===== src/design/gmii_tx_settings.svh =====
/* GMII transmit constants. The word layout must add up to GMII_WORD_WIDTH.
   Queue depth also sets the upstream side's starting credit count. */
`ifndef GMII_TX_SETTINGS_SVH
`define GMII_TX_SETTINGS_SVH

// packet word layout, MSB first
`define GMII_WORD_BYTES    16
`define GMII_WORD_WIDTH    139
`define GMII_KIND_W        3
`define GMII_LAST_W        4
`define GMII_DATA_W        (`GMII_WORD_BYTES * 8)
`define GMII_RSVD_W        (`GMII_WORD_WIDTH - `GMII_KIND_W - `GMII_LAST_W - `GMII_DATA_W)

`define GMII_WORD_DEPTH    256           // entries per queue

// framing
`define GMII_IFG_CYCLES    12            // idle cycles between frames
`define GMII_PREAMBLE_LEN  7             // count of 0x55 bytes
`define GMII_PREAMBLE_BYTE 8'h55
`define GMII_SFD_BYTE      8'hD5

`endif


===== src/design/gmii_tx_pkg.sv =====
/* Types shared by the GMII transmit path. Payload is sent most significant byte
   first; last_idx only has meaning in a tail word. */
`default_nettype none

`include "gmii_tx_settings.svh"

package gmii_tx_pkg;

  // word kind codes, as the packet engine writes them
  typedef enum logic [`GMII_KIND_W-1:0] {
    WORD_MID  = 3'b100,
    WORD_HEAD = 3'b101,
    WORD_TAIL = 3'b110
  } word_kind_t;

  typedef struct packed {
    word_kind_t               kind;
    logic [`GMII_LAST_W-1:0]  last_idx;  // last valid byte of a tail word
    logic [`GMII_RSVD_W-1:0]  rsvd;      // pads the word to 139 bits
    logic [`GMII_DATA_W-1:0]  data;      // byte 0 in the top bits
  } pkt_word_t;

  // one byte lane of the GMII transmit side
  typedef struct packed {
    logic [7:0] txd;
    logic       txen;
  } gmii_tx_t;

endpackage

`default_nettype wire


===== src/design/frame_serializer.sv =====
/* Turns queued packet words into GMII bytes: gap, preamble, SFD, then payload.
   All words of a packet must be queued before its verdict becomes visible. */
`timescale 1ns/1ps
`default_nettype none

`include "gmii_tx_settings.svh"

module frame_serializer (
  input  logic                   gmii_txclk,
  input  logic                   reset,
  input  gmii_tx_pkg::pkt_word_t word,
  input  logic                   word_empty,
  output logic                   word_pop,
  input  logic                   verdict_ok,
  input  logic                   verdict_empty,
  output logic                   verdict_pop,
  output gmii_tx_pkg::gmii_tx_t  gmii,
  output logic                   port_send
);

  import gmii_tx_pkg::*;

  localparam int GAP_W = $clog2(`GMII_IFG_CYCLES + 1);
  localparam int PRE_W = $clog2(`GMII_PREAMBLE_LEN + 1);

  typedef enum logic [1:0] {
    ST_IDLE,
    ST_PREAMBLE,
    ST_PAYLOAD,
    ST_DISCARD
  } state_t;

  state_t                  state;
  logic [GAP_W-1:0]        gap_cnt;
  logic [PRE_W-1:0]        pre_cnt;
  logic [`GMII_LAST_W-1:0] byte_idx;   // byte of hold now on the wire
  pkt_word_t               hold;       // word being serialized
  logic [7:0]              txd_q;
  logic                    txen_q;

  logic                    gap_done;
  logic                    accept;
  logic                    head_ok;
  logic                    sfd_now;
  logic                    word_end;
  logic                    word_last;
  logic [7:0]              cur_byte;

  assign gap_done  = (gap_cnt == GAP_W'(`GMII_IFG_CYCLES));
  assign accept    = (state == ST_IDLE) && gap_done && !word_empty && !verdict_empty;
  assign head_ok   = (word.kind == WORD_HEAD);
  assign sfd_now   = (pre_cnt == PRE_W'(`GMII_PREAMBLE_LEN));
  assign word_end  = (byte_idx == `GMII_LAST_W'(`GMII_WORD_BYTES - 1));
  assign word_last = (hold.kind == WORD_TAIL) && (byte_idx == hold.last_idx);
  assign cur_byte  = hold.data[(`GMII_WORD_BYTES - 1 - byte_idx) * 8 +: 8];   // MSB first

  assign gmii.txd  = txd_q;
  assign gmii.txen = txen_q;

  // pops act at the coming edge, so queue heads are always current
  always_comb
  begin
    verdict_pop = accept;
    word_pop    = 1'b0;
    case (state)
      ST_IDLE:    word_pop = accept && head_ok;   // head goes into hold
      ST_PAYLOAD: word_pop = word_end && (hold.kind != WORD_TAIL);
      ST_DISCARD: word_pop = !word_empty;
      default:    word_pop = 1'b0;
    endcase
  end

  // held word and output byte
  always_ff @(posedge gmii_txclk)
  begin
    if (word_pop)
    begin
      hold <= word;
    end

    case (state)
      ST_PREAMBLE: txd_q <= sfd_now ? `GMII_SFD_BYTE : `GMII_PREAMBLE_BYTE;
      ST_PAYLOAD:  txd_q <= cur_byte;
      default:     txd_q <= 8'h00;   // quiet bus between frames
    endcase
  end

  always_ff @(posedge gmii_txclk or negedge reset)
  begin
    if (!reset)
    begin
      state     <= ST_IDLE;
      gap_cnt   <= '0;
      pre_cnt   <= '0;
      byte_idx  <= '0;
      txen_q    <= 1'b0;
      port_send <= 1'b0;
    end
    else
    begin
      port_send <= 1'b0;   // single-cycle pulse

      case (state)
        ST_IDLE:
        begin
          txen_q <= 1'b0;
          if (!gap_done)
          begin
            gap_cnt <= gap_cnt + 1'b1;
          end
          else if (accept)
          begin
            gap_cnt <= '0;
            if (verdict_ok && head_ok)
            begin
              port_send <= 1'b1;
              pre_cnt   <= '0;
              state     <= ST_PREAMBLE;
            end
            else
            begin
              state <= ST_DISCARD;   // bad verdict or no head word
            end
          end
        end

        ST_PREAMBLE:
        begin
          txen_q <= 1'b1;
          if (sfd_now)
          begin
            pre_cnt  <= '0;
            byte_idx <= '0;
            state    <= ST_PAYLOAD;
          end
          else
          begin
            pre_cnt <= pre_cnt + 1'b1;
          end
        end

        ST_PAYLOAD:
        begin
          txen_q <= 1'b1;
          if (word_last)
          begin
            gap_cnt <= '0;
            state   <= ST_IDLE;
          end
          else if (word_end)
          begin
            byte_idx <= '0;   // next word loads into hold
          end
          else
          begin
            byte_idx <= byte_idx + 1'b1;
          end
        end

        ST_DISCARD:
        begin
          txen_q <= 1'b0;
          if (word_pop && (word.kind == WORD_TAIL))
          begin
            gap_cnt <= '0;   // dropped packet costs a gap too
            state   <= ST_IDLE;
          end
        end

        default:
        begin
          state <= ST_IDLE;
        end
      endcase
    end
  end

endmodule

`default_nettype wire


===== config.mk =====
export PLATFORM = sky130hd
export DESIGN_NAME = frame_serializer
export DESIGN_NICKNAME = d
export VERILOG_FILES = /design/src/design/gmii_tx_pkg.sv /design/src/design/frame_serializer.sv
export VERILOG_INCLUDE_DIRS = /design/src /design/src/design
export SDC_FILE = /design/constraint.sdc
export NUM_CORES = 1
export LEC_CHECK = 0
export ABC_CLOCK_PERIOD_IN_PS = 39300
export BUFFER_PORTS_ARGS = -buffer_cell sky130_fd_sc_hd__buf_2
export CORE_MARGIN = 2
export CORE_UTILIZATION = 35
export CTS_CLUSTER_SIZE = 12
export DETAILED_ROUTE_END_ITERATION = 7
export PLACE_DENSITY_LB_ADDON = 0.1
export SLEW_MARGIN = 20
export SYNTH_ARGS = -nofsm -noshare
export SYNTH_HDL_FRONTEND = slang
export SYNTH_SLANG_ARGS = --single-unit

===== constraint.sdc =====
create_clock -name gmii_txclk -period 39.3 [get_ports gmii_txclk]
set_input_delay 7.86 -clock gmii_txclk [delete_from_list [all_inputs] [get_ports gmii_txclk]]
set_output_delay 7.86 -clock gmii_txclk [all_outputs]
set_load 0.1 [all_outputs]

# == Word level (Yosys, flattened, before mapping) ==
# Index checks and enable logic that the tools add are counted.
# totals
register_bits,158
inputBits,144
word_cells,83
# classes
n_addsub,4
n_eq_ne,19
shift,1
muxes,29
n_reduce_logical,20
# op_table
operator,count
128-bit by 33-bit indexed part select with 8-bit output,1
4-bit 2-to-1 mux,7
8-bit one-hot mux with 2 select lines,1
3-bit equality test (second input constant),4
2-bit 2-to-1 mux,6
3-bit 2-to-1 mux,4
2-bit != test (second input constant),6
4-bit one-hot mux with 3 select lines,1
4-bit by 1-bit adder with 4-bit output (second input constant),2
4-bit equality test (second input constant),2
1-bit logical AND,8
8-bit 2-to-1 mux,1
2-bit one-hot mux with 4 select lines,1
4-bit one-hot mux with 2 select lines,1
4-bit AND reduction,2
3-bit != test (second input constant),2
3-bit one-hot mux with 2 select lines,1
5-bit AND reduction,1
4-bit by 4-bit subtractor with 5-bit output (first input constant),1
2-bit equality test (second input constant),2
4-bit equality test,1
1-bit 2-to-1 mux,4
2-bit nonzero test,2
2-bit OR reduction,2
other kinds (9),10

# == Longest topological paths before layout ==
# logic_depth
depth_word,9
ltp_mapped,7

# == Worst setup path after synthesis ==
# OpenSTA, ideal clock, no wires.
# synth_path
path_type,input to output
startpoint,input port word_empty
endpoint,output port word_pop
t_arrival_ns,17.862
setup_slack_ns,13.578
stages,4
path_cell_list,nor2_1 > and3_1 > nand2_1 > a31oi_1
# synth_via
elab_chain_len,5
# synth_rtl
item,line_no,text
"start, declared",frame_serializer.sv:12,"input logic word_empty,"
1-bit logical NOT,frame_serializer.sv:50,assign accept = (state == ST_IDLE) && gap_done && !word_empty && !verdict_empty;
1-bit logical AND (2 in series),frame_serializer.sv:50,
via verdict_pop,frame_serializer.sv:16,"output logic verdict_pop,"
1-bit logical AND,frame_serializer.sv:66,ST_IDLE: word_pop = accept && head_ok;
1-bit one-hot mux with 3 select lines,frame_serializer.sv:65,case (state)
"end, declared",frame_serializer.sv:13,"output logic word_pop,"
# The timed path passes the listed nets, and every way through them passes these cells.

# == Worst setup path in the final report ==
# layout_path
startpoint,input port word_empty
endpoint,output port word_pop
# layout_via
elab_chain_len,5
# layout_rtl
item,line_no
1-bit logical NOT *,"frame_serializer.sv:50, frame_serializer.sv:68"
1-bit logical AND (2 in series),frame_serializer.sv:50
1-bit logical AND,frame_serializer.sv:66
1-bit one-hot mux with 3 select lines *,frame_serializer.sv:65
# Mark *: on every way between the ends. The rest lies on a longest branch, timed or not.

==> results.sh <==
export IMPL_vdd_ir_drop_max_v=0.0000326
export IMPL_power_density_mw_per_mm2=71.9
export IMPL_routed_wl_um=13500
export IMPL_synth_edf_count=135
export IMPL_reg2reg_slack_ns=35.39
export IMPL_crit_family="buffers and inverters"
export IMPL_area_delta_synth_final_pct=25.7
export IMPL_fmax_ghz=0.0562
export IMPL_layout_commonest_cell="buf_2"
export IMPL_async_reset_ff_share_pct=9.49
export IMPL_port_buffers=151
export IMPL_status="finished clean"
export IMPL_critPathLaunchType="input pin"
export IMPL_yosys_area_top_type="edfxtp_1"
export IMPL_drv_slew=0
export IMPL_final_util_pct=45.3
export IMPL_hold_depth=2
export IMPL_critPathMaxStageDelay_ns=0.64
export IMPL_nets=643
export IMPL_cts_made_buffers=17
export IMPL_rr_worst_depth=5
export IMPL_drive_gt1_share_pct=45.4
export IMPL_yosysUniqueCellTypes=39
export IMPL_io_pins=156
export IMPL_min_period_ns=17.78
export IMPL_root_buffer="clkbuf_16"
export IMPL_h_tree_depth=4
export IMPL_worstSkewPairLatency_ns=0.43
export IMPL_first_global_vias=3733
export IMPL_hold_path_endpoint="pre_cnt[1]"
export IMPL_dieArea_mm2=0.0190
export IMPL_setup_viol=0
export IMPL_firstDrtPassIters=4
export IMPL_slew_headroom_pct=34.3
export IMPL_cts_hold_buf=0
export IMPL_final_cells=728
export IMPL_avgSynthCellArea_um2=19.1
export IMPL_die_w_um=138
export IMPL_clock_skew_final_ns=0.0153
export IMPL_crit_chain="buf_2 -> nor2_1 -> and3_1 -> nand2_1 -> a31oi_4 -> buf_4 -> buf_2"
export IMPL_drc=0
export IMPL_synth_seq_cells=158
export IMPL_ys_seq_area_share_pct=73.1
export IMPL_viasPerCell=4.88
export IMPL_busiest_layer="met2"
export IMPL_power_uw=567
export IMPL_timing_setup_tns_ns=0
export IMPL_yosys_top_cells_area="edfxtp_1 65%, mux4_2 13%, dfrtp_1 6.0%, dfxtp_1 2.6%, ha_1 2.0%"
export IMPL_r2r_start="byte_idx[1]"
export IMPL_hold_viol=0
export IMPL_worstPathMaxFanout=61
export IMPL_globalplace_congestion=0.770
export IMPL_max_cap_violations=0
export IMPL_clkSinkCount=158
export IMPL_critical_path_arrival_ns=9.92
export IMPL_rr_endpoint="hold[18]"
export IMPL_synthCells=329
export IMPL_endpoint_kind="output pin"
export IMPL_via_count=3550
export IMPL_use_met1_pct=17.7
export IMPL_first_iter_violations=161
export IMPL_core_mm2=0.0174
export IMPL_synthFlopType="edfxtp_1"
export IMPL_rsz0062_at_grt="no"
export IMPL_tritoncts="done"
export IMPL_grt_pass1_wl_um=20400
export IMPL_cts_path_max_buffers=2
export IMPL_hpwl_um=9170
export IMPL_antenna_found_initial=1
export IMPL_clk_pin_slew_worst_paths_ns=0.07
export IMPL_timing_final_crit_share_pct=45.2
export IMPL_critPathBufInv=3
export IMPL_rows=48
export IMPL_crit_top_cell="buf_2"
export IMPL_syn_nets=483
export IMPL_grt_overflow_total=0
export IMPL_routedWlPerCell_um=18.6
export IMPL_post_cts_repair_setup_buffers=0
export IMPL_cellLeakagePower_nw=3.01
export IMPL_path_class="in -> out"
export IMPL_yosys_warnings=0
export IMPL_grt_max_degree=77
export IMPL_tightest_slew_ns=0.985
export IMPL_min_path_type="reg -> reg"
export IMPL_fp_dieH_um=138
export IMPL_cpMaxStageDelayCell="buf_4"
export IMPL_ant_nets=0
export IMPL_fillers=1575
export IMPL_syn_area_mm2=0.00627
export IMPL_use_met3_pct=5.15
export IMPL_start_util_pct=36.0
export IMPL_cp_required_ns=31.44
export IMPL_cts_resized=0
export IMPL_met2_usage_pct=26.0
export IMPL_layout_common_cells="151 x buf_2, 135 x edfxtp_1, 35 x mux4_2"
export IMPL_placed_cells=695
export IMPL_grt_util_all_layers_pct=15.2
export IMPL_synthDominantCellAreaShare_pct=64.6
export IMPL_min_from="pre_cnt[1]"
## stage by stage
| step | cell area [um^2] | worst slack, ns | hold WS [ns] |
|---|---|---|---|
| 6_report | 7890 | 21.52 | 0.546 |
| 5_1_grt | 7880 | 21.34 | 0.581 |
| 4_1_cts | 7880 | 21.53 | 0.549 |
| 3_5_place_dp | 7280 | 21.53 | 0.534 |
| 3_3_place_gp | 7280 | 21.60 | 0.514 |
| 2_1_floorplan | 6270 | 13.58 | 0.502 |
## worst reg2reg max path, stage by stage (launching register included)
cell,delay (ns)
dfrtp_2,1.02
ha_1,0.44
nand4_1,0.21
a31oi_4,0.23
buf_4,0.64
buf_4,0.93
## how the worst max path moves through the flow
stage / start / end / slack (ns) / cells after the start
2_1_floorplan: word_empty / word_pop / 13.58 / 4
3_3_place_gp: word_empty / word_pop / 21.60 / 7
3_5_place_dp: word_empty / word_pop / 21.53 / 7
4_1_cts: word_empty / word_pop / 21.53 / 7
5_1_grt: word_empty / word_pop / 21.34 / 7
6_report: word_empty / word_pop / 21.52 / 7
## logic make-up (layout without fill, tap and decap cells)
kind of cell	count (synthesis)	count (layout)	share of synthesized area (%)
and+or+nand+nor	49	49	3.79
buffers and inverters	23	196	1.75
AOI/OAI and AO/OA	43	43	5.04
DFF	158	158	73.1
other	0	1	0
muxes	42	42	13.7
adders and majority gates	10	10	1.99
xor gates and xnor gates	4	4	0.558
## layer usage
metal / up-vias / wire, um
met2: 107 / 7040
met3: 15 / 872
met4: 0 / 169
met5: - / 0
li1: 1650 / -
met1: 1778 / 5430
## cell type report
cell class,instances,area (um^2),area share (%)
Multi-Input combinational cell,148,1590,20.2
Sequential cell,158,4590,58.2
Clock buffer,18,429,5.44
Inverter,10,37.5,0.476
Antenna cell,1,2.50,0.0317
Clock inverter,14,175,2.22
Timing Repair Buffer,154,778,9.87
Tap cell,225,282,3.57
## synth_stat cells (all sizes together) (6+ instances only)
cell	count
a22o	11
buf	7
clkbuf	6
dfrtp	15
dfxtp	8
edfxtp	135
ha	10
inv	10
mux4	35
nand2	16
nor2	12
o21ai	10
## power by group
group,switching [mW],internal (mW),total [mW]
Sequential,0.0176,0.215,0.233
Clock,0.0714,0.0961,0.167
Combinational,0.0976,0.0694,0.167
Total,0.187,0.381,0.567
## state kept, by name, indices dropped and copies added (netlist names)
signal and flops:
txen_q 1, txd_q 8, hold 135, pre_cnt 3, byte_idx 4, state 2, port_send 1, gap_cnt 4
No activity file was read; power rests on OpenSTA's default activity.
