File: config.mk
export PLATFORM = sky130hd
export DESIGN_NAME = pkt_sync_fifo
export DESIGN_NICKNAME = d
export VERILOG_FILES = /design/src/design/pkt_sync_fifo.sv
export SDC_FILE = /design/constraint.sdc
export NUM_CORES = 1
export LEC_CHECK = 0
export BUFFER_PORTS_ARGS = -buffer_cell sky130_fd_sc_hd__buf_2
export CORE_MARGIN = 2
export CORE_UTILIZATION = 35
export DETAILED_ROUTE_END_ITERATION = 8
export PLACE_DENSITY = 0.57
export SYNTH_ARGS = -nofsm -noshare
export SYNTH_HDL_FRONTEND = slang
export SYNTH_SLANG_ARGS = --single-unit
File: constraint.sdc
create_clock -name gmii_txclk -period 2.8 [get_ports gmii_txclk]
set_clock_uncertainty 0.2 [all_clocks]
set_input_delay 0.42 -clock gmii_txclk [delete_from_list [all_inputs] [get_ports gmii_txclk]]
set_output_delay 0.42 -clock gmii_txclk [all_outputs]
set_load 0.01 [all_outputs]
File: src/design/pkt_sync_fifo.sv
/* Show-ahead synchronous queue; pop_data is valid whenever empty is low.
   Pushing into a full queue is a protocol error and is not blocked here. */
`timescale 1ns/1ps
`default_nettype none

module pkt_sync_fifo #(
  parameter type payload_t = logic,
  parameter int  DEPTH     = 16
) (
  input  logic     gmii_txclk,
  input  logic     reset,
  input  logic     push,
  input  payload_t push_data,
  input  logic     pop,
  output payload_t pop_data,
  output logic     empty,
  output logic     full
);

  localparam int AW = (DEPTH > 1) ? $clog2(DEPTH) : 1;
  localparam int CW = $clog2(DEPTH + 1);

  payload_t        mem [DEPTH];
  logic [AW-1:0]   wr_ptr;
  logic [AW-1:0]   rd_ptr;
  logic [CW-1:0]   count;
  logic            do_pop;

  assign empty    = (count == '0);
  assign full     = (count == CW'(DEPTH));
  assign do_pop   = pop && !empty;   // popping an empty queue is ignored
  assign pop_data = mem[rd_ptr];     // oldest entry with no read latency

  // entry storage
  always_ff @(posedge gmii_txclk)
  begin
    if (push)
    begin
      mem[wr_ptr] <= push_data;
    end
  end

  always_ff @(posedge gmii_txclk or negedge reset)
  begin
    if (!reset)
    begin
      wr_ptr <= '0;
      rd_ptr <= '0;
      count  <= '0;
    end
    else
    begin
      if (push)
      begin
        if (wr_ptr == AW'(DEPTH - 1))   // depth need not be a power of two
          wr_ptr <= '0;
        else
          wr_ptr <= wr_ptr + 1'b1;
      end

      if (do_pop)
      begin
        if (rd_ptr == AW'(DEPTH - 1))
          rd_ptr <= '0;
        else
          rd_ptr <= rd_ptr + 1'b1;
      end

      case ({push, do_pop})
        2'b10:   count <= count + 1'b1;
        2'b01:   count <= count - 1'b1;
        default: count <= count;        // both or neither
      endcase
    end
  end

endmodule

`default_nettype wire

# Yosys cells after proc, flatten, opt, wreduce, memory -nomap -nowiden
# Memory sizes are Yosys's and may differ from the RTL's.
# Cells that the tools add are included.
[totals]
latchBits = 0
output_inout_bits = 3
mem_count = 1
rom_bits = 0
register_bits = 13
mem_bits_rw = 16
in_bits = 5
word_cells = 22
[classes]
shifts = 0
div_mod_pow = 0
n_reduce_logical = 4
eq_ne = 5
mux = 5
addsub = 4
n_mul = 0
magnitude_cmp = 0
bitwise = 0
[mem_list]
columns = ["name", "depth", "width", "rd", "rd_ports_with_merged_regs", "wr", "line", "source"]
rows = [
  ["mem", 16, 1, 1, 0, 1, "23", "payload_t mem [DEPTH];"],
]
[ops]
columns = ["cell", "n"]
rows = [
  ["5-bit case mux with 2 select lines", 1],
  ["4-bit by 1-bit adder with 4-bit output, second input constant", 2],
  ["4-bit equality test, second input constant", 2],
  ["4-bit 2-to-1 mux", 2],
  ["5-bit by 1-bit adder with 5-bit output, second input constant", 1],
  ["5-bit equality test, second input constant", 1],
  ["5-bit logical NOT", 1],
  ["5-bit by 1-bit subtractor with 5-bit output, second input constant", 1],
  ["2-bit by 1-bit equality test with 1-bit output, second input constant", 1],
  ["2-bit equality test, second input constant", 1],
  ["1-bit 2-to-1 mux", 2],
  ["2-bit nonzero test", 1],
  ["1-bit logical AND", 1],
  ["1-bit logical NOT", 1],
]

# Depth between registers and ports, before layout
# Gate-level depths: netlist of run 1.
[depth]
ltp_word = 5
mapped_depth = 9
depth_no_buf = 9

# Least setup slack after synthesis of run 1
# OpenSTA, ideal clock, no wires.
[synth_timing]
kind = "flip-flop to flip-flop"
start = "register count[1]"
end = "register count[4]"
slack_ps = 16
t_required_ps = 2484
stages_incl_launch_ff = 9
t_arrival_ps = 2468
cell_sequence = "dfrtp_1 -> or4_4 -> o21ai_4 -> inv_2 -> ha_1 -> fa_1 -> a21oi_1 -> o21ai_0 -> o311ai_0"
[synth_via]
elab_chain_cells = 5
[synth_rtl]
columns = ["element", "line", "source"]
rows = [
  ["from (decl)", "26", "logic [CW-1:0] count;"],
  ["from (signal assigned)", "70", "2'b10: count <= count + 1'b1;"],
  ["from (signal assigned)", "71", "2'b01: count <= count - 1'b1;"],
  ["from (signal assigned)", "72", "default: count <= count;"],
  ["branches (longest 5 deep; another with 5-bit by 1-bit subtractor with 5-bit output)", "--", ""],
]
# Several ways; the timed one is not identified.
# A chain may end at the register's enable or synchronous reset.

# Final worst setup path of run 1
# Ends and elaborated chain as after synthesis.

==> results of run 1 <==
==> worst min-delay path, cell delays in order <==
cell and delay, ns:
sky130_fd_sc_hd__buf_2 0.17, sky130_fd_sc_hd__nand2_1 0.07, sky130_fd_sc_hd__o21ai_0 0.07
==> cell families (layout without fill, tap and decap cells) <==
kind of cell | after synthesis | after routing | share of synthesized area [%]
XOR/XNOR | 5 | 5 | 2.88
adder cells (fa/ha/maj) | 10 | 10 | 8.72
multiplexers | 6 | 6 | 7.33
buffers and inverters | 12 | 28 | 3.46
AO/OA/AOI/OAI | 21 | 21 | 8.81
AND/OR/NAND/NOR | 51 | 51 | 15.8
flip-flops | 29 | 29 | 53.0
==> report_power, final <==
| group | internal, mW | switching, mW |
|---|---|---|
| clock network | 0.176 | 0.147 |
| registers | 0.562 | 0.155 |
| logic | 0.318 | 0.298 |
| total | 1.06 | 0.600 |
==> sequential cells by signal, indices dropped and copies added (netlist names) <==
register  count
mem          16
rd_ptr        4
count         5
wr_ptr        4
==> per-layer routing <==
layer  part of all wire (%)  wire (um)  GRT usage [%]
met5                      0          0              0
met4                    1.3         34           5.34
met3                    5.0        134           5.34
met2                     46       1220           20.1
met1                     48       1270           15.0
==> per-stage QoR <==
step                util (%)  setup TNS, ns  hold slack [ns]
CTS                     42.2              0            0.297
global route            42.3              0            0.319
detailed placement      39.9        -0.0604            0.139
floorplan                  -              0          -0.0756
global placement        39.9              0            0.128
finish                  42.3              0            0.299
==> cell type report <==
class                           count  area (um2)  area share, %
Timing Repair Buffer               13        82.6           4.78
Clock buffer                        8        80.1           4.63
Sequential cell                    29         806           46.6
Tap cell                           50        62.6           3.62
Inverter                            7        26.3           1.52
Multi-Input combinational cell     93         671           38.8
==> worst paths after layout <==
check | from | cells after the start | end
worst min register to register | count[2] | 2 | count[2]
worst min-delay path | push | 3 | wr_ptr[1]
worst max register to register | count[1] | 8 | count[4]
min in group asynchronous | reset | 2 | rd_ptr[3]
max in group asynchronous | reset | 2 | wr_ptr[1]
worst max-delay path | count[1] | 8 | count[4]
==> synth_stat cells, drive strengths merged <==
| cell type | instances | area [um2] |
|---|---|---|
| edfxtp | 16 | 480 |
| nor3 | 4 | 20.0 |
| dfrtp | 13 | 325 |
| a21oi | 4 | 20.0 |
| ha | 9 | 113 |
| nor2 | 15 | 56.3 |
| or3 | 1 | 6.26 |
| nor2b | 1 | 6.26 |
| o311ai | 1 | 8.76 |
| a211oi | 1 | 7.51 |
| inv | 7 | 26.3 |
| mux2i | 1 | 10.0 |
| a311oi | 1 | 8.76 |
| mux4 | 4 | 90.1 |
| nand2b | 4 | 25.0 |
| nand2 | 17 | 66.3 |
| nand3 | 4 | 20.0 |
| a21o | 2 | 17.5 |
| fa | 1 | 20.0 |
| nand4b | 1 | 8.76 |
| buf | 1 | 11.3 |
| mux2 | 1 | 11.3 |
| or4 | 1 | 11.3 |
| xnor2 | 5 | 43.8 |
| nor3b | 1 | 7.51 |
| clkbuf | 4 | 15.0 |
| and2 | 1 | 6.26 |
| o21ai | 12 | 71.3 |
| nor4 | 1 | 6.26 |
==> repair_timing <==
| item | 4_1_cts | 5_1_grt |
|---|---|---|
| endpoints found under the setup margin | 1 | 1 |
| hold endpoints to repair | 13 | 0 |
| pin swaps | 0 | 0 |
| gates resized for setup | 2 | 2 |
| hold buffers | 1 | 0 |
==> results by stage, run 1 <==
Detailed routing:
- After detailed routing, the number of remaining DRC violations is 0.
- The first detailed-routing pass ran for 4 iterations.
- After the first detailed-routing iteration, the DRC count stood at 34.
- The number of vias per cell is 4.97.
- The final wirelength is 2650 um.
- Once detail routing completed, the nets flagged for antenna violations numbered 0.
- After detailed routing, the average wire length per cell comes to 13.3 um.
- The detailed router placed around 1,000 vias in this run.

Run:
- Across the run, the number of max-cap violations was 0.

Critical path:
- The largest fanout of any net on the critical path is 5.
- The slack of the worst reg-to-reg path is just under 0.2 ns.
- The critical path goes through or4_4 -> o21ai_4 -> inv_2 -> ha_2 -> fa_2 -> a21oi_2 -> o21ai_0 -> o311ai_1.
- The worst setup path is launched from a flop.
- The critical path endpoint category is a flop.
- The largest individual stage delay along the critical path comes from the cell sky130_fd_sc_hd__or4_4.
- The family with the most delay on the worst path is compound AO/OA/AOI/OAI gates.
- The type of the setup path with the least slack is reg -> reg.
- The combined buffer and inverter count along the critical path is 1.
- The delay contributed by the slowest stage of the critical path is 0.56 ns.
- The worst endpoint required time is 2.78 ns.
- For the worst setup path, the data arrival time is 2.58 ns.

Die:
- The die width is between 60 and 70 um.
- In this run the standard cell core region covers slightly above 4000 um2.
- In this run the core area contains 23 standard-cell rows.
- The number of primary I/O pins is 8.
- The vertical extent of the die is 69.9 um.
- The full die area is 4890 um2.
- The starting density of the core is 37.2%.

Timing:
- Headroom to the max-slew limit came out at around 75%.
- The actual transition at the worst max-transition pin is 0.371 ns.
- The post-layout worst setup margin is 0.196 ns.
- In the finished design, the share of the clock period the worst path needs comes to 93.0%.
- The final count of hold timing violations came to 0.
- The maximum clock frequency is 0.384 GHz.
- The max-slew violation total from the final report was 0.
- The worst path needs roughly 2.6 ns of the cycle, external delays included.
- Setup violations remaining at the end of the flow were counted as 0.
- Setup repair after global routing left no endpoint under its margin.

Finish:
- The number of nets in the layout is roughly 160.
- The final-layout fill cell count is 388.
- The signed area change from the synthesized netlist to the final layout is 13.7%.
- The number of antenna diodes in the final layout is 0.
- In the layout the commonest cells are 16 x sky130_fd_sc_hd__nand2_1, 16 x sky130_fd_sc_hd__edfxtp_1, 15 x sky130_fd_sc_hd__nor2_1, 13 x sky130_fd_sc_hd__dfrtp_1, 11 x sky130_fd_sc_hd__o21ai_0.
- The final non-filler cell total is 200.
- The post-route netlist has approximately a fifth of its cells at a drive strength greater than 1.
- Once layout is done, the placed cells without fillers occupy ~1700 um2.

CTS:
- The CTS buffer count is 5.
- The maximum root-to-sink buffer count is 2.
- The clock reaches the later pin of the worst-skew pair after 0.28 ns.
- The clock tree from TritonCTS is built.
- The total clock sinks is 29.
- After clock tree synthesis, the clock-pin slew on the worst setup and hold paths is 0.06 ns.
- The buffer count from post-CTS setup fixing is 0.
- In this run the number of H-tree levels came out at 2.
- The buffer cell driving the clock tree root is sky130_fd_sc_hd__clkbuf_8.

Logic synthesis:
- In the synthesized netlist, the number of instances is approximately 130.
- The distinct cell type count of the synthesized netlist is 32.
- The average instance in the mapped netlist occupies 11.3 um2.
- The number of warnings issued by yosys is 0.
- The synthesized net count is 149.
- The total standard cell area after synthesis is 1520 um2.
- For this run, the register share of the synthesized area comes to 53.0%.
- The number of register bits inferred by synthesis is 29.

Global routing:
- The total overflow left after global routing is 0.
- Global routing used between 10 and 15% of the available tracks across all layers.
- The number of antenna violations at the first check in global routing came to 0.
- The via count of the first global-routing pass was roughly 1,100.
- Entering global routing, the biggest net connects 17 pins.
- The first global-routing pass estimated 4730 um of wire.

Placement:
- In this run the cell area measured after placement is 1630 um2.
- Before CTS, the worst setup slack after placement is -0.0604 ns.
- In this run, placement finished with an instance count of between 150 and 200.
- The number of buffers inserted by port buffering is 7.
- The wire-length estimate of the detail-placed layout is 1930 um.
- The placer congestion estimate is about 0.88.

Pwr:
- VDD sags by at most between 0.2 and 0.3 mV.
- After layout, the design draws a total of approximately 1.7 mW.
- The analysis attributes to cell leakage a power of roughly 0.67 nW.
- In this run the power density over the cells is 959 nW/um2.

Hold path:
- In this run the worst hold path is classified as in -> reg.

Status:
- The run finished with clean final reports.
Note: power is estimated with default switching activity, not from simulation.
==> run 2, diff against run 1 <==
--- a/config.mk
+++ b/config.mk
@@ -9,7 +9,7 @@
 export CORE_MARGIN = 2
 export CORE_UTILIZATION = 35
 export DETAILED_ROUTE_END_ITERATION = 8
-export PLACE_DENSITY = 0.57
+export PLACE_DENSITY_LB_ADDON = 0.12
 export SYNTH_ARGS = -nofsm -noshare
 export SYNTH_HDL_FRONTEND = slang
 export SYNTH_SLANG_ARGS = --single-unit
==> run 2 against run 1 <==
Effect of this change:
- cell count stayed put
- core utilization is 0.28 points higher
- die area stayed put
- clock power is 6.5% higher
- register-to-register slack worse by 0.02 ns
- first-iteration DRC count stayed put
- largest power group unchanged
- highest routed layer unchanged
- worst setup slack worse by 0.018 ns
- global-route usage hardly changed
- critical path type unchanged
- hold slack worse by 0.0073 ns
- sequential share of layout area is 0.30 points lower
==> results by stage, run 2 (same netlist as run 1, synthesis figures left out) <==
Status:
- The flow ran to the end, and the final reports show no timing, DRC or antenna violations.

CTS:
- The clock-pin slew reported for the worst setup and hold paths after clock tree synthesis is 0.06 ns (about the same).
- The maximum level of the CTS H-tree is 2 (unchanged).
- The clock latency on the worst-skew pair came to 0.27 ns (about the same).
- The buffer cell driving the clock tree root is sky130_fd_sc_hd__clkbuf_8.
- The clock tree from TritonCTS is built.
- The maximum root-to-sink buffer count came to 2 (unchanged).
- The CTS buffer count is 5 (unchanged).
- The total clock sinks is 29 (unchanged).
- The buffer count from post-CTS setup fixing was 0 (unchanged).

Detailed routing:
- The routed wire length per instance was 13.5 um (+1.6%).
- The number of nets with antenna violations after routing came to 0 (unchanged).
- The vias after detailed routing came to 993 (-0.10%).
- The final wirelength is 2700 um (+1.6%).
- The post-detailed-route DRC marker count is 0 (unchanged).
- The number of detailed-route iterations in the first pass is 4 (unchanged).
- The number of vias per cell is 4.97 (-0.10%).
- The initial DRC count is 34 (unchanged).

Pwr:
- The peak ir drop on the vdd network was 0.340 mV (+24%).
- The total power per unit cell area was 964 nW/um2 (+0.58%).
- The total power after layout is 1.68 mW (+1.2%).
- The static leakage is 0.677 nW (+1.4%).

Timing:
- The minimum hold slack was 0.292 ns (-0.00729 ns).
- The share of the clock period used by the worst path is 93.6% (+0.63 points).
- The maximum clock frequency is 0.381 GHz (-0.67%).
- The tightest slew margin relative to the limit was 74.1% (-1.1 points).
- The final count of hold timing violations is 0 (unchanged).
- Setup repair after global routing left no endpoint under its margin.
- The max-slew violation total from the final report is 0 (unchanged).
- The actual transition at the worst max-transition pin is 0.388 ns (+0.0165 ns).
- The final setup violation count was 0 (unchanged).
- The post-layout worst setup margin came to 0.178 ns (-0.0175 ns).
- The minimum clock period is 2.62 ns (+0.0175 ns).

Placement:
- The number of buffers inserted by port buffering is 7 (unchanged).
- The count of placed standard cells including taps was 191 (unchanged).
- The detailed-placement wirelength estimate is 1930 um (+0.26%).
- The placer congestion estimate came to 0.755 (-14%).
- The worst slack at placement is -0.0600 ns (+0.000479 ns).

Critical path:
- The worst endpoint required time was 2.77 ns (about the same).
- The type of the setup path with the least slack is reg -> reg.
- The data arrival time of the critical path is 2.59 ns (about the same).
- The master of the slowest instance on the critical path is sky130_fd_sc_hd__or4_4.
- The kind of launch point of the worst setup path is a flop.
- The delay contributed by the slowest stage of the critical path is 0.57 ns (about the same).
- The largest fanout of any net on the critical path was 5 (unchanged).
- Walking the worst path, the cells encountered are or4_4 -> o21ai_4 -> inv_2 -> ha_2 -> fa_2 -> a21oi_2 -> o21ai_0 -> o311ai_1.
- The critical path endpoint category is a flop.

Die:
- The core footprint is 4090 um2 (unchanged).
- The starting density of the core is 37.2% (unchanged).
- The count of standard-cell rows is 23 (unchanged).
- The vertical extent of the die was 69.9 um (unchanged).
- The number of primary I/O pins was 8 (unchanged).
- The full die area is 4890 um2 (unchanged).
- The die width is 69.9 um (unchanged).

Global routing:
- The overall overflow remaining after global route came to 0 (unchanged).
- The via count of the first global-routing pass is 1,044 (-2.6%).
- The number of antenna violations at the first check in global routing is 0 (unchanged).
- The total routing resource utilization after global routing came to 12.6% (about the same).
- The maximum number of pins on one net before global-route repair is 17 (unchanged).
- The wire length of the first global-routing pass was 4800 um (+1.5%).

Finish:
- The flip-flop count of the largest register after layout is 16 (unchanged).
- The number of nets in the layout is 164 (unchanged).
- The count of antenna diodes in the layout is 0 (unchanged).
- The fraction of final layout cells with drive strength greater than 1 came to 22.0% (+1.3 points).
- The register with the highest flop count is mem.
- The signed area change from the synthesized netlist to the final layout is 14.4%.
- In the final layout, the registers with the most flip-flops are mem (16), count (5).
- The library cells used most frequently in the layout, excluding fill and tap cells, are 16 x sky130_fd_sc_hd__nand2_1, 16 x sky130_fd_sc_hd__edfxtp_1, 15 x sky130_fd_sc_hd__nor2_1, 13 x sky130_fd_sc_hd__dfrtp_1, 11 x sky130_fd_sc_hd__o21ai_0.
- The final non-filler cell total is 200 (unchanged).

Hold path:
- The path category of the worst min-delay check is in -> reg.

Run:
- The count of maximum capacitance violations was 0 (unchanged).
## run 2: cell types whose count changed in the layout (fill, tap and decap cells not counted)
cell,before,now
sky130_fd_sc_hd__clkbuf_8,5,6
sky130_fd_sc_hd__clkinv_2,0,1
sky130_fd_sc_hd__clkinv_1,0,1
sky130_fd_sc_hd__clkbuf_1,3,0
## run 2: per-stage QoR
step | setup TNS [ns] | utilization (%) | cell area [um2]
detailed placement | -0.0600 | 39.9 | 1630
finish | 0 | 42.6 | 1740
global route | 0 | 42.6 | 1740
global placement | 0 | 39.9 | 1630
CTS | 0 | 42.4 | 1730
floorplan | 0 | - | 1520
## run 2: area by class of cell
class                      count  area [um2]
clock buffer                   6        82.6
clock inverter                 2        8.76
fill                         391        2350
inverter                       7        26.3
multi-input combinational     93         671
sequential                    29         806
tap                           50        62.6
timing repair buffer          13        82.6
## run 2: path summary, 6_finish.rpt
check	start	to	slack (ns)	cells past startpoint
min in group asynchronous	reset	count[4]	0.37	2
min	push	wr_ptr[1]	0.29	2
max reg2reg	count[1]	count[4]	0.18	8
max in group asynchronous	reset	wr_ptr[1]	1.79	2
min reg2reg	count[3]	count[3]	0.33	2
max	count[1]	count[4]	0.18	8
## run 2: power breakdown
part / switching, mW / internal (mW) / total, mW
clock network: 0.149 / 0.194 / 0.343
registers: 0.161 / 0.562 / 0.723
logic: 0.297 / 0.314 / 0.611
total: 0.607 / 1.07 / 1.68
## run 2: routing by layer
| layer | global-route usage (%) | share of wire, % | up-vias |
|---|---|---|---|
| li1 | - | - | 501 |
| met4 | 5.13 | 1.6 | 0 |
| met3 | 4.76 | 4.8 | 4 |
| met5 | 0 | 0 | - |
| met2 | 18.1 | 45 | 19 |
| met1 | 17.2 | 49 | 469 |
## run 2: repair_timing
| item | 4_1_cts | 5_1_grt |
|---|---|---|
| endpoints found under the setup margin | 1 | 1 |
| hold buffers | 1 | 0 |
| cloned | 0 | 0 |
| gates resized for setup | 2 | 2 |
| hold endpoints to repair | 13 | 0 |
## run 2: critical path, delay by kind of cell, from the launching register on
kind            cells  cell delay, ns
buf+inv             1            0.05
flops               1            0.38
simple gates        1            0.57
compound gates      4            0.74
fa+ha+maj           2            0.58
==> run 3, diff against run 2 <==
--- a/config.mk
+++ b/config.mk
@@ -8,6 +8,7 @@
 export BUFFER_PORTS_ARGS = -buffer_cell sky130_fd_sc_hd__buf_2
 export CORE_MARGIN = 2
 export CORE_UTILIZATION = 35
+export CTS_BUF_LIST = sky130_fd_sc_hd__clkbuf_16
 export DETAILED_ROUTE_END_ITERATION = 8
 export PLACE_DENSITY_LB_ADDON = 0.12
 export SYNTH_ARGS = -nofsm -noshare
==> run 3 against run 2 <==
Effect of this change:
- combinational power hardly changed
- hold slack improved by 0.0098 ns
- design area increased by 2.7%
- sequential cell count unchanged
- critical endpoint unchanged
- largest cell class unchanged
==> results by stage, run 3 (same netlist as run 1, synthesis figures left out) <==
Status:
- The run finished with clean final reports.

Die:
- The starting density of the core came to 37.2% (unchanged).
- The vertical extent of the die is 69.9 um (unchanged).
- The number of primary I/O pins is 8 (unchanged).
- The full die area is 4890 um2 (unchanged).
- The die width is 69.9 um (unchanged).
- The count of standard-cell rows is 23 (unchanged).
- The core footprint was 4090 um2 (unchanged).

Finish:
- The register with the highest flop count is mem.
- The signed area change from the synthesized netlist to the final layout is 17.4%.
- The fraction of final layout cells with drive strength greater than 1 is 21.3% (-0.67 points).
- The utilization after layout was 43.7% (+1.1 points).
- The library cells used most frequently in the layout, excluding fill and tap cells, are 16 x sky130_fd_sc_hd__nand2_1, 16 x sky130_fd_sc_hd__edfxtp_1, 15 x sky130_fd_sc_hd__nor2_1, 13 x sky130_fd_sc_hd__dfrtp_1, 11 x sky130_fd_sc_hd__o21ai_0.
- The flip-flop count of the largest register after layout is 16 (unchanged).
- In the final layout, the registers with the most flip-flops are mem (16), count (5).
- The final-layout fill cell count is 387 (-1.0%).
- The number of nets in the layout was 164 (unchanged).
- The count of antenna diodes in the layout is 0 (unchanged).

Critical path:
- In this run the worst setup path terminates at count[4].
- The critical path endpoint category is a flop.
- The family with the most delay on the worst path is compound AO/OA/AOI/OAI gates.
- The combined buffer and inverter count along the critical path is 1 (unchanged).
- The worst setup path is launched from a flop.
- The worst register-to-register path begins at count[1].
- The largest fanout of any net on the critical path was 5 (unchanged).
- The path depth of the worst reg2reg path was 8 (unchanged).
- The delay contributed by the slowest stage of the critical path is 0.57 ns (about the same).
- The critical path depth was 8 (unchanged).
- The worst register-to-register path ends at count[4].
- The start point of the critical path is count[1].
- The worst endpoint required time is 2.76 ns (about the same).
- The data arrival time of the critical path is 2.58 ns (about the same).
- The largest individual stage delay along the critical path comes from the cell sky130_fd_sc_hd__or4_4.
- The slack of the worst reg-to-reg path came to 0.18 ns (about the same).
- The setup path with the least slack is of type reg -> reg.
- Walking the worst path, the cells encountered are or4_4 -> o21ai_4 -> inv_2 -> ha_2 -> fa_2 -> a21oi_2 -> o21ai_0 -> o311ai_1.

Pwr:
- The switching power of the nets was 0.623 mW (+2.8%).
- The total power per unit cell area is 1020 nW/um2 (+5.7%).
- The sequential group share of total power is 39.6% (-3.5 points).
- The peak ir drop on the vdd network is 0.363 mV (+6.9%).
- The part of the power in the clock network is 26.8% (+6.3 points).
- The fraction of power consumed by combinational cells is 33.6% (-2.8 points).
- The static leakage came to 0.697 nW (+3.0%).
- The total internal power came to 1.20 mW (+12%).
- The switching share of power is 34.2% (-1.9 points).

Placement:
- The number of buffers inserted by port buffering was 7 (unchanged).
- The detailed-placement wirelength estimate is 1930 um (unchanged).
- The placer congestion estimate is 0.755 (unchanged).

CTS:
- The maximum root-to-sink buffer count is 2 (unchanged).
- The total clock sinks was 29 (unchanged).
- The clock-pin slew reported for the worst setup and hold paths after clock tree synthesis was 0.05 ns (about the same).
- The CTS buffer count is 5 (unchanged).
- The clock latency on the worst-skew pair is 0.27 ns (about the same).
- TritonCTS built the clock tree.
- The maximum level of the CTS H-tree came to 2 (unchanged).
- The buffer cell driving the clock tree root is sky130_fd_sc_hd__clkbuf_16.

Detailed routing:
- The post-detailed-route DRC marker count was 0 (unchanged).
- The number of detailed-route iterations in the first pass is 4 (unchanged).
- The routed wire length per instance is 13.5 um (-0.19%).
- The number of nets with antenna violations after routing is 0 (unchanged).
- The final wirelength is 2690 um (-0.19%).
- The vias after detailed routing is 1,005 (+1.2%).
- The initial DRC count came to 31 (-8.8%).
- The number of vias per cell is 5.03 (+1.2%).

Global routing:
- The overall overflow remaining after global route is 0 (unchanged).
- The number of antenna violations at the first check in global routing is 0 (unchanged).
- The total routing resource utilization after global routing is 12.5% (-0.092 points).
- The most congested layer reported by global routing is met2.
- The maximum number of pins on one net before global-route repair is 17 (unchanged).
- The met1 usage came to 17.2% (unchanged).
- The met2 usage is 18.1% (unchanged).
- The fraction of met3 tracks used by global routing is 3.46% (-1.3 points).
- The wire length of the first global-routing pass is 4770 um (-0.73%).
- The via count of the first global-routing pass came to 1,046 (+0.19%).

Timing:
- The minimum hold slack is 0.302 ns (+0.00978 ns).
- The actual transition at the worst max-transition pin is 0.402 ns (+0.0141 ns).
- The tightest slew margin relative to the limit is 73.2% (-0.94 points).
- The maximum clock frequency came to 0.382 GHz (about the same).
- The final count of hold timing violations is 0 (unchanged).
- The max-slew violation total from the final report was 0 (unchanged).
- The final setup violation count was 0 (unchanged).
- The post-route setup TNS is 0 ns (unchanged).
- The minimum clock period is 2.62 ns (-0.00257 ns).
- The share of the clock period used by the worst path is 93.5% (about the same).
- Setup repair after global routing left no endpoint under its margin.

Run:
- The count of maximum capacitance violations is 0 (unchanged).

Hold path:
- The path category of the worst min-delay check is in -> reg.
[run 3: cell count changes in the layout (fill, tap and decap cells not counted)]
cell / change
sky130_fd_sc_hd__clkbuf_16: +5
sky130_fd_sc_hd__clkinv_1: +1
sky130_fd_sc_hd__clkbuf_8: -6
[run 3: worst min-delay path by stage]
stage / from / to / slack, ns / depth (start not counted)
after floorplan: reset / count[0] / -0.08 / 0
after global placement: reset / count[4] / 0.13 / 1
final: push / wr_ptr[1] / 0.30 / 2
after CTS: push / wr_ptr[1] / 0.31 / 2
after global routing: push_data / mem[8] / 0.34 / 1
after detailed placement: reset / count[4] / 0.14 / 1
[run 3: per-layer routing]
metal,wire length (um),share of wire [%]
met3,130,4.8
met5,0,0
met4,56,2.1
met1,1290,48
met2,1220,45
[run 3: repair_timing]
action,in CTS,in global routing
gates resized for setup,2,2
hold buffers,1,0
setup endpoints to repair,1,1
setup buffers,0,0
hold endpoints to repair,13,0
[run 3: cell type report]
class | count | area, um2 | area share, %
clock inverter | 3 | 12.5 | 0.701
multi-input combinational | 93 | 671 | 37.6
inverter | 7 | 26.3 | 1.47
timing repair buffer | 13 | 82.6 | 4.63
clock buffer | 5 | 125 | 7.01
tap | 50 | 62.6 | 3.50
sequential | 29 | 806 | 45.1
[run 3: power by group through the flow]
stage | Sequential, mW | Clock, mW | Combinational (mW)
2_1_floorplan | 0.657 | 0 | 0.508
6_report | 0.722 | 0.488 | 0.611
3_3_place_gp | 0.728 | 0 | 0.588
4_1_cts | 0.725 | 0.499 | 0.612
3_5_place_dp | 0.732 | 0 | 0.598
5_1_grt | 0.745 | 0.519 | 0.696
[run 3: metrics by stage]
| stage | instances | instance area (um2) | setup slack (ns) | power (mW) |
|---|---|---|---|---|
| 3_3_place_gp | 191 | 1630 | 0.0773 | 1.32 |
| 2_1_floorplan | 134 | 1520 | 0.0162 | 1.17 |
| 3_5_place_dp | 191 | 1630 | -0.0600 | 1.33 |
| 4_1_cts | 200 | 1780 | 0.0524 | 1.84 |
| 5_1_grt | 200 | 1790 | 0.0596 | 1.96 |
| 6_report | 200 | 1790 | 0.181 | 1.82 |
